**config.mk**
```make
export PLATFORM = sky130hd
export DESIGN_NAME = mul_execute_unit
export DESIGN_NICKNAME = d
export VERILOG_FILES = /design/src/mul_pkg.sv /design/src/mul_operand_prep.sv /design/src/mul_iterative_core.sv /design/src/mul_result_format.sv /design/src/mul_execute_unit.sv
export SDC_FILE = /design/constraint.sdc
export NUM_CORES = 1
export LEC_CHECK = 0
export BUFFER_PORTS_ARGS = -buffer_cell sky130_fd_sc_hd__buf_4
export CAP_MARGIN = 10
export CORE_ASPECT_RATIO = 1.2
export CORE_MARGIN = 2
export CORE_UTILIZATION = 51
export DETAILED_ROUTE_END_ITERATION = 6
export PLACE_DENSITY_LB_ADDON = 0.1
export SLEW_MARGIN = 20
export SYNTH_ARGS = -nofsm -noshare
export SYNTH_HDL_FRONTEND = slang
export SYNTH_SLANG_ARGS = --single-unit
```
**constraint.sdc**
```tcl
create_clock -name clk -period 14.11 [get_ports clk]
set_input_delay 2.822 -clock clk [delete_from_list [all_inputs] [get_ports clk]]
set_output_delay 2.822 -clock clk [all_outputs]
set_load 0.03 [all_outputs]
```
**src/mul_pkg.sv**
```systemverilog
// --------------------------------------------------------------------------
// Shared widths, encodings and message types of the iterative multiply unit
// MUL_CYCLES must divide XLEN evenly (1, 2, 4 or 8 give a clean datapath)
// Only MULx uops are encoded here, division is not part of this unit
// --------------------------------------------------------------------------
package mul_pkg;

  // ------------------------------------------------------------------------
  // Widths
  // ------------------------------------------------------------------------

  // Operand and result width
  localparam int XLEN          = 32;
  // In-flight tag width
  localparam int SEQ_NUM_BITS  = 5;
  localparam int REG_ADDR_BITS = 5;

  // Core iteration count and the multiplier bits retired per iteration
  localparam int MUL_CYCLES     = 8;
  localparam int BITS_PER_CYCLE = XLEN / MUL_CYCLES;
  // Counter width, at least one bit even for a single iteration
  localparam int MUL_CNT_BITS   = (MUL_CYCLES > 1) ? $clog2(MUL_CYCLES) : 1;

  // ------------------------------------------------------------------------
  // Encodings
  // ------------------------------------------------------------------------

  // MUL, MULH, MULHSU, MULHU
  typedef enum logic [1:0] {
    MUL_LO  = 2'd0,
    MUL_HSS = 2'd1,
    MUL_HSU = 2'd2,
    MUL_HUU = 2'd3
  } rv_mul_uop_e;

  // Iterative core FSM
  typedef enum logic [1:0] {
    CORE_IDLE = 2'd0,
    CORE_BUSY = 2'd1,
    CORE_DONE = 2'd2
  } mul_core_state_e;

  // ------------------------------------------------------------------------
  // Messages
  // ------------------------------------------------------------------------

  // Decode to execute, 108 bits
  typedef struct packed {
    logic [XLEN-1:0]          pc;
    logic [SEQ_NUM_BITS-1:0]  seq_num;
    logic [XLEN-1:0]          op1;
    logic [XLEN-1:0]          op2;
    logic [REG_ADDR_BITS-1:0] waddr;
    rv_mul_uop_e              uop;
  } d_x_msg_t;

  // Fields that ride along untouched, 44 bits
  typedef struct packed {
    logic [XLEN-1:0]          pc;
    logic [SEQ_NUM_BITS-1:0]  seq_num;
    logic [REG_ADDR_BITS-1:0] waddr;
    rv_mul_uop_e              uop;
  } mul_tag_t;

  // Unsigned magnitudes plus the sign of the final product
  typedef struct packed {
    mul_tag_t        tag;
    logic [XLEN-1:0] mag1;
    logic [XLEN-1:0] mag2;
    logic            neg_result;
  } prep_msg_t;

  // Full magnitude product, sign not yet applied
  typedef struct packed {
    mul_tag_t          tag;
    logic [2*XLEN-1:0] product;
    logic              neg_result;
  } core_msg_t;

  // Execute to writeback, 75 bits
  typedef struct packed {
    logic [XLEN-1:0]          pc;
    logic [SEQ_NUM_BITS-1:0]  seq_num;
    logic [REG_ADDR_BITS-1:0] waddr;
    logic [XLEN-1:0]          wdata;
    logic                     wen;
  } x_w_msg_t;

endpackage

```
**src/mul_operand_prep.sv**
```systemverilog
// --------------------------------------------------------------------------
// Input stage, one register deep
// Operands leave as unsigned magnitudes; the product sign travels alongside
// --------------------------------------------------------------------------
`timescale 1ns/1ns

module mul_operand_prep (
  input  logic                clk,
  input  logic                arst_n,
  input  logic                d_val,
  output logic                d_rdy,
  input  mul_pkg::d_x_msg_t   d_msg,
  output logic                prep_val,
  input  logic                prep_rdy,
  output mul_pkg::prep_msg_t  prep_msg
);
  import mul_pkg::*;

  logic      op1_signed;
  logic      op2_signed;
  logic      neg1;
  logic      neg2;
  logic      accept;
  logic      val_q;
  prep_msg_t msg_d;
  prep_msg_t msg_q;

  // Signedness per operand; MUL_LO low word is sign agnostic
  always_comb begin
    op1_signed = 1'b0;
    op2_signed = 1'b0;
    case (d_msg.uop)
      MUL_HSS: begin
        op1_signed = 1'b1;
        op2_signed = 1'b1;
      end
      MUL_HSU: op1_signed = 1'b1;
      default: ;
    endcase
  end

  assign neg1 = op1_signed & d_msg.op1[XLEN-1];
  assign neg2 = op2_signed & d_msg.op2[XLEN-1];

  // Magnitudes; most negative value maps to 2^(XLEN-1) as unsigned
  always_comb begin
    msg_d.tag.pc      = d_msg.pc;
    msg_d.tag.seq_num = d_msg.seq_num;
    msg_d.tag.waddr   = d_msg.waddr;
    msg_d.tag.uop     = d_msg.uop;
    msg_d.mag1        = neg1 ? (~d_msg.op1 + 1'b1) : d_msg.op1;
    msg_d.mag2        = neg2 ? (~d_msg.op2 + 1'b1) : d_msg.op2;
    msg_d.neg_result  = neg1 ^ neg2;
  end

  // Empty, or draining this cycle
  assign d_rdy  = !val_q || prep_rdy;
  assign accept = d_val && d_rdy;

  always_ff @(posedge clk or negedge arst_n) begin
    if (!arst_n) begin
      val_q <= 1'b0;
    end else if (accept) begin
      val_q <= 1'b1;
    end else if (prep_rdy) begin
      val_q <= 1'b0;
    end
  end

  always_ff @(posedge clk) begin
    if (accept) begin
      msg_q <= msg_d;
    end
  end

  assign prep_val = val_q;
  assign prep_msg = msg_q;

endmodule

```
**src/mul_iterative_core.sv**
```systemverilog
// --------------------------------------------------------------------------
// Shift-add multiplier on unsigned magnitudes, BITS_PER_CYCLE bits per step
// Exactly MUL_CYCLES busy cycles per multiply; one multiply at a time
// Result held in CORE_DONE until taken
// --------------------------------------------------------------------------
`timescale 1ns/1ns

module mul_iterative_core (
  input  logic                clk,
  input  logic                arst_n,
  input  logic                prep_val,
  output logic                prep_rdy,
  input  mul_pkg::prep_msg_t  prep_msg,
  output logic                core_val,
  input  logic                core_rdy,
  output mul_pkg::core_msg_t  core_msg
);
  import mul_pkg::*;

  mul_core_state_e         state_q;
  mul_core_state_e         state_d;
  logic [MUL_CNT_BITS-1:0] count_q;
  logic                    accept;
  logic                    last_iter;

  // Datapath registers
  logic [2*XLEN-1:0]       acc_q;
  logic [2*XLEN-1:0]       mcand_q;
  logic [XLEN-1:0]         mplier_q;
  logic [2*XLEN-1:0]       partial_sum;
  mul_tag_t                tag_q;
  logic                    neg_q;

  // ------------------------------------------------------------------------
  // Control
  // ------------------------------------------------------------------------

  // Idle, or result leaving this cycle
  assign prep_rdy  = (state_q == CORE_IDLE) ||
                     ((state_q == CORE_DONE) && core_rdy);
  assign accept    = prep_val && prep_rdy;
  assign last_iter = (count_q == MUL_CNT_BITS'(MUL_CYCLES - 1));

  always_comb begin
    state_d = state_q;
    case (state_q)
      CORE_IDLE: begin
        if (accept) state_d = CORE_BUSY;
      end
      CORE_BUSY: begin
        if (last_iter) state_d = CORE_DONE;
      end
      CORE_DONE: begin
        // Back-to-back: reload straight into BUSY
        if (accept) begin
          state_d = CORE_BUSY;
        end else if (core_rdy) begin
          state_d = CORE_IDLE;
        end
      end
      default: state_d = CORE_IDLE;
    endcase
  end

  always_ff @(posedge clk or negedge arst_n) begin
    if (!arst_n) begin
      state_q <= CORE_IDLE;
      count_q <= '0;
    end else begin
      state_q <= state_d;
      if (accept) begin
        count_q <= '0;
      end else if (state_q == CORE_BUSY) begin
        count_q <= count_q + 1'b1;
      end
    end
  end

  // ------------------------------------------------------------------------
  // Datapath
  // ------------------------------------------------------------------------

  // Partial products of the low multiplier bits
  always_comb begin
    partial_sum = '0;
    for (int b = 0; b < BITS_PER_CYCLE; b++) begin
      if (mplier_q[b]) begin
        partial_sum = partial_sum + (mcand_q << b);
      end
    end
  end

  always_ff @(posedge clk) begin
    if (accept) begin
      acc_q    <= '0;
      mcand_q  <= {{XLEN{1'b0}}, prep_msg.mag1};
      mplier_q <= prep_msg.mag2;
      tag_q    <= prep_msg.tag;
      neg_q    <= prep_msg.neg_result;
    end else if (state_q == CORE_BUSY) begin
      acc_q    <= acc_q + partial_sum;
      mcand_q  <= mcand_q << BITS_PER_CYCLE;
      mplier_q <= mplier_q >> BITS_PER_CYCLE;
    end
  end

  assign core_val            = (state_q == CORE_DONE);
  assign core_msg.tag        = tag_q;
  assign core_msg.product    = acc_q;
  assign core_msg.neg_result = neg_q;

endmodule

```
**src/mul_result_format.sv**
```systemverilog
// --------------------------------------------------------------------------
// Output stage, one register deep
// Applies the sign to the full product, then picks the low or high word
// Writes to x0 go out with wen low
// --------------------------------------------------------------------------
`timescale 1ns/1ns

module mul_result_format (
  input  logic                clk,
  input  logic                arst_n,
  input  logic                core_val,
  output logic                core_rdy,
  input  mul_pkg::core_msg_t  core_msg,
  output logic                w_val,
  input  logic                w_rdy,
  output mul_pkg::x_w_msg_t   w_msg
);
  import mul_pkg::*;

  logic [2*XLEN-1:0] product_signed;
  logic              accept;
  logic              val_q;
  x_w_msg_t          msg_d;
  x_w_msg_t          msg_q;

  // Two's complement of the whole 2*XLEN product
  assign product_signed = core_msg.neg_result ? (~core_msg.product + 1'b1)
                                              : core_msg.product;

  always_comb begin
    msg_d.pc      = core_msg.tag.pc;
    msg_d.seq_num = core_msg.tag.seq_num;
    msg_d.waddr   = core_msg.tag.waddr;
    // MUL takes low word, all MULH variants the high word
    if (core_msg.tag.uop == MUL_LO) begin
      msg_d.wdata = product_signed[XLEN-1:0];
    end else begin
      msg_d.wdata = product_signed[2*XLEN-1:XLEN];
    end
    // x0 is hardwired zero
    msg_d.wen     = (core_msg.tag.waddr != '0);
  end

  // ------------------------------------------------------------------------
  // Pipeline register
  // ------------------------------------------------------------------------

  assign core_rdy = !val_q || w_rdy;
  assign accept   = core_val && core_rdy;

  always_ff @(posedge clk or negedge arst_n) begin
    if (!arst_n) begin
      val_q <= 1'b0;
    end else if (accept) begin
      val_q <= 1'b1;
    end else if (w_rdy) begin
      val_q <= 1'b0;
    end
  end

  always_ff @(posedge clk) begin
    if (accept) begin
      msg_q <= msg_d;
    end
  end

  assign w_val = val_q;
  assign w_msg = msg_q;

endmodule

```
**src/mul_execute_unit.sv**
```systemverilog
// --------------------------------------------------------------------------
// Multiply execute unit: prep, iterative core, format
// Up to three multiplies in flight, strictly in order
// Latency MUL_CYCLES+2 from decode accept to w_val with no back-pressure
// --------------------------------------------------------------------------
`timescale 1ns/1ns

module mul_execute_unit (
  input  logic               clk,
  input  logic               arst_n,
  // Decode side
  input  logic               d_val,
  output logic               d_rdy,
  input  mul_pkg::d_x_msg_t  d_msg,
  // Writeback side
  output logic               w_val,
  input  logic               w_rdy,
  output mul_pkg::x_w_msg_t  w_msg
);
  import mul_pkg::*;

  // Prep to core
  logic      prep_val;
  logic      prep_rdy;
  prep_msg_t prep_msg;

  // Core to format
  logic      core_val;
  logic      core_rdy;
  core_msg_t core_msg;

  mul_operand_prep u_prep (
    .clk      (clk),
    .arst_n   (arst_n),
    .d_val    (d_val),
    .d_rdy    (d_rdy),
    .d_msg    (d_msg),
    .prep_val (prep_val),
    .prep_rdy (prep_rdy),
    .prep_msg (prep_msg)
  );

  mul_iterative_core u_core (
    .clk      (clk),
    .arst_n   (arst_n),
    .prep_val (prep_val),
    .prep_rdy (prep_rdy),
    .prep_msg (prep_msg),
    .core_val (core_val),
    .core_rdy (core_rdy),
    .core_msg (core_msg)
  );

  mul_result_format u_fmt (
    .clk      (clk),
    .arst_n   (arst_n),
    .core_val (core_val),
    .core_rdy (core_rdy),
    .core_msg (core_msg),
    .w_val    (w_val),
    .w_rdy    (w_rdy),
    .w_msg    (w_msg)
  );

endmodule

```
### Word level (Yosys, flattened, before mapping)

Index checks and enable logic that the tools add are counted.

* register bits after elaboration: 396
* bits in latches: 0
* bits in writable memories: 0
* ROM bits: 0
* input bits: 112
* output and inout port bits: 77
* logic and storage cells: 88
* memories kept: 0

* add/subtract/negate cells: 8
* multiply operators: 0
* div/mod/pow operators: 0
* magnitude comparators: 0
* equal/unequal tests: 8
* shift operators: 0
* mux-type cells: 25
* bitwise operators: 6
* reduce and logical (&&, ||, !) cells: 16

Operators with widths (count)
* two-way mux 64 bit: 5
* adder 64 bit: 4
* two-way mux 32 bit: 7
* adder 32 x 1 -> 32 bit, second input constant: 2
* adder 64 x 1 -> 64 bit, second input constant: 1
* inverter 32 bit: 2
* inverter 64 bit: 1
* two-way mux 2 bit: 4
* two-way mux 1 bit: 6
* two-way mux 3 bit: 2
* one-hot mux 2 bit (3 select lines): 1
* nonzero test 2 bit: 3
* nonzero test 5 bit: 1
* equality test 2 x 1 -> 1 bit, second input constant: 2
* equality test 2 bit, second input constant: 2
* zero test 2 bit: 2
* inequality test 2 x 1 -> 1 bit, second input constant: 2
* adder 3 x 1 -> 3 bit, second input constant: 1
* equality test 3 bit, second input constant: 1
* logical AND 1 bit: 3
* logical OR 1 bit: 3
* inequality test 3 x 1 -> 1 bit, second input constant: 1
* AND reduction 3 bit: 1
* AND 1 bit: 2
* 3 further kinds: 4

### Longest topological paths before layout

* depth after elaboration: 8
* gate-level depth with buffers: 60
* gate-level depth less buffers: 53

### Cells and area by module

Synthesis repeated with hierarchy kept, for this count alone.

* cells, all modules: 3854
* area, all modules: 33303.2 sq um

Modules (own cells, without submodules)
* mul_iterative_core: instances 1, cells each 3152, area each 24171.9 sq um, sequential area each 5320.1 sq um
* mul_operand_prep: instances 1, cells each 320, area each 4748.3 sq um, sequential area each 3298.2 sq um
* mul_result_format: instances 1, cells each 382, area each 4383.0 sq um, sequential area each 2277.2 sq um

### Least setup slack after synthesis

OpenSTA, ideal clock, no wires.

* path kind: flip-flop to flip-flop
* start: register u_core.mplier_q[0]
* end: register u_core.acc_q[63]
* library setup time: 0.128 ns
* arrival: 10.848 ns
* data required time: 13.982 ns
* path slack: 3.134 ns
* stages on the path, launching flop included: 55
* buffers on the path: 7
* period minus slack after synthesis: 10.976 ns
* path through: edfxtp_1 -> clkbuf_1 -> clkbuf_1 -> buf_1 -> clkbuf_1 -> and2_1 -> ha_1 -> inv_1 -> fa_1 -> nor2b_1 -> o21ai_0 -> o221ai_1 -> nand2_1 -> a31oi_1 -> o31ai_1 -> a221oi_1 -> o31ai_1 -> xor2_1 -> [... 19 more ...] -> nor2_1 -> xor2_1 -> mux2_2 -> ha_1 -> clkbuf_1 -> nand4_1 -> nor4_1 -> inv_1 -> nor4_1 -> o21ai_0 -> o211ai_1 -> and3_1 -> a21oi_1 -> o31ai_1 -> xnor2_1 -> xnor3_1 -> o211ai_1 -> o31ai_1

* longest elaborated chain between the ends: 8

Ends and longest elaborated chain
* from (decl): RTL line mul_iterative_core.sv:29 `logic [XLEN-1:0] mplier_q;`
* from (signal assigned): RTL line mul_iterative_core.sv:97 `mplier_q <= prep_msg.mag2;`
* from (signal assigned): RTL line mul_iterative_core.sv:103 `mplier_q <= mplier_q >> BITS_PER_CYCLE;`
* two-way mux 64 bit *: RTL line mul_iterative_core.sv:87 `if (mplier_q[b]) begin`
* adder 64 bit: RTL line mul_iterative_core.sv:88 `partial_sum = partial_sum + (mcand_q << b);`
* two-way mux 64 bit *: RTL line mul_iterative_core.sv:87
* adder 64 bit: RTL line mul_iterative_core.sv:88
* two-way mux 64 bit *: RTL line mul_iterative_core.sv:87
* adder 64 bit: RTL line mul_iterative_core.sv:88
* two-way mux 64 bit *: RTL line mul_iterative_core.sv:87
* adder 64 bit *: RTL line mul_iterative_core.sv:101 `acc_q <= acc_q + partial_sum;`
* to (signal assigned): RTL line mul_iterative_core.sv:101
* to (decl): RTL line mul_iterative_core.sv:27 `logic [2*XLEN-1:0] acc_q;`

Mark *: on every way between the ends. The rest lies on a longest branch, timed or not.
A chain may end at the register's enable or synchronous reset.

### Worst setup path in the final report

Same ends and word-level chain as after synthesis.

==> impl_metrics.toml <==
[sta]
finalCritPeriodShare_pct = 84.6
relSlewSlack_pct = 32.4
setup_viol = 0
clock_skew_ps = 14.3
tns_ps = 0
max_freq_mhz = 83.8
worst_slew_pin_slew_ps = 1010
hold_ws_ps = 415
rsz0062_at_grt = "no"
drv_slew = 0
hold_viol = 0
final.min_clock_period_ps = 11940

[drt]
met3_length_mm = 3.60
drt_first_pass_iters = 6
wirelength_mm = 94.8
dr.max_layer_used = "met4"
vias_per_cell = 5.96
ant_nets = 0
drc = 0
dr_wl_met2_mm = 48.5
vias = 28100
wire_per_inst_um = 20.1
m1WireLength_mm = 37.0
drt_iter0_markers = 1783

[floorplan]
dieArea_sq_mm = 0.0652
core.rowCount = 100
ioPinCount = 189
die_y_um = 279
fp.dieW_um = 233
design.core.area_sq_mm = 0.0623
initial_core_util_pct = 51.7

[yosys]
synthFlopType = "edfxtp_1"
synth_area_sq_mm = 0.0322
ys_ff_latch = 396
seq_area_frac_synth_pct = 33.8
synth_cell_types = 91
ys_warn_count = 0
synthArstFlopShare_pct = 1.77
synth.avg_cell_area_sq_um = 8.44
synth_edf_count = 293
syn_inst = 3819
synth_fp_nets = 4182

[placed_design]
gp_congestion = 0.963
hpwlAfterDp_mm = 73.0
port_buffers = 188
placed_cell_area_sq_mm = 0.0340

[finish]
final_common_cell = "nand2_1"
layout_common_cells = "nand2_1, a21oi_1, edfxtp_1, o21ai_0, ha_1"
fin_area_sq_mm = 0.0354
fin_nets = 4238
drive_above_1_share_pct = 9.80
area_delta_synth_final_pct = 9.85
antennaDiodeCount = 0
final_core_util_pct = 56.8

[clock_network]
h-tree-depth = 2
cts_buffer_depth = 3
cts_resized = 0
path_clk_slew_ps = 60
clock-sinks = 396
root_buffer = "clkbuf_16"
cts_buffers = 43
hold_buffers = 0
cts_tree = "done"
post_cts_buffers = 0
worstSkewPairLatency_ps = 610

[global_routing]
grt_max_degree = 86
first_global_vias = 27600
overflow = 0
antenna_found_initial = 0
grt_use_total_pct = 28.7
grt_pass1_wl_mm = 148

[critical_path]
crit_path_max_incr_delay_ps = 640
cp_common_cell = "o21ai_0"
worstPathMaxFanout = 85
slowest_stage = "buf_4"
arrival_ps = 12390
reg2reg_slack_ps = 2170
critPathCaptureType = "register"
critical_path_class = "reg -> reg"
required_ps = 14560
cp-start-kind = "register"

[job]
maxCapViolCount = 0

[run_status]
outcome = "finished clean"

[hold_path]
worstHoldPathType = "reg -> reg"
-- path summary, 6_finish.rpt --
| check | startpoint | endpoint | cells after the start |
|---|---|---|---|
| setup / recovery | u_core.mplier_q[0] | u_core.acc_q[63] | 49 |
| hold / removal | u_prep.prep_msg[84] | u_core.core_msg[84] | 0 |
| setup reg to reg | u_core.mplier_q[0] | u_core.acc_q[63] | 49 |
| hold reg to reg | u_prep.prep_msg[84] | u_core.core_msg[84] | 0 |
| max in group asynchronous | arst_n | u_core.state_q[1] | 1 |
| min in group asynchronous | arst_n | u_prep.prep_val | 1 |
-- Yosys cell counts (all sizes together) (16+ instances only) --
cell type,n,area (sq um)
xnor2,186,1630
nor3,37,190
and2,51,319
nor2b,38,238
nor2,240,906
a21o,133,998
o21bai,48,360
o21a,26,195
a31oi,30,188
xor2,167,1460
buf,18,78.8
clkbuf,174,674
dfxtp,96,1920
or4,16,133
a211oi,24,180
nand3,60,300
o211ai,20,150
mux2,68,766
mux2i,20,200
edfxtp,293,8800
nand2,586,2200
nand4,78,488
o31ai,49,368
or3,20,140
inv,121,454
nand2b,37,231
nor4,26,169
ha,247,3090
a21oi,404,2020
o21ai,301,1510
and3,27,169
-- flip-flops by register name (all words and copies together), names as in the netlist --
name,flops
u_prep.prep_msg,109
u_fmt.w_msg,75
u_core.acc_q,64
u_core.mcand_q,64
u_core.core_msg,44
u_core.mplier_q,32
u_core.count_q,3
u_core.state_q,2
u_core.neg_q,1
u_fmt.w_val,1
u_prep.prep_val,1
-- critical path: cells and delay by family, from the launching register on --
| kind | cells | cell delay [ps] |
|---|---|---|
| adder cells (fa/ha/maj) | 4 | 1250 |
| XOR/XNOR | 5 | 840 |
| AO/OA/AOI/OAI | 24 | 5380 |
| flip-flops | 1 | 320 |
| buffers and inverters | 4 | 930 |
| multiplexers | 3 | 880 |
| AND/OR/NAND/NOR | 9 | 2140 |
-- final cells by class --
class,count,area [sq um]
fillers,5892,26900
multi-input cells,3108,20100
flip-flops and latches,396,10900
repair buffers,204,1530
clock buffers,52,1110
well taps,816,1020
inverters,122,463
clock inverters,27,230
-- metrics by stage --
step	setup WS, ps	std cells
2_1_floorplan	3130	3819
3_3_place_gp	2670	4646
3_5_place_dp	2350	4646
4_1_cts	2300	4725
5_1_grt	1130	4725
6_report	2170	4725
-- metal layers --
| metal | track usage, % | up-vias |
|---|---|---|
| met5 | 0 | - |
| met4 | 15.9 | 0 |
| met3 | 3.00 | 275 |
| met2 | 52.5 | 720 |
| met1 | 32.5 | 13200 |
| li1 | - | 14000 |
-- kinds of logic after synthesis --
family	after synthesis	share of synthesized area, %
AO/OA/AOI/OAI	1154	21.8
XOR/XNOR	354	9.67
adder cells (fa/ha/maj)	251	9.84
buffers and inverters	315	3.79
multiplexers	88	3.00
AND/OR/NAND/NOR	1261	18.1
flip-flops	396	33.8
Power is left out: the tool's default activity adds up to more than one toggle a clock period on the data nets, which glitch-free logic cannot reach.
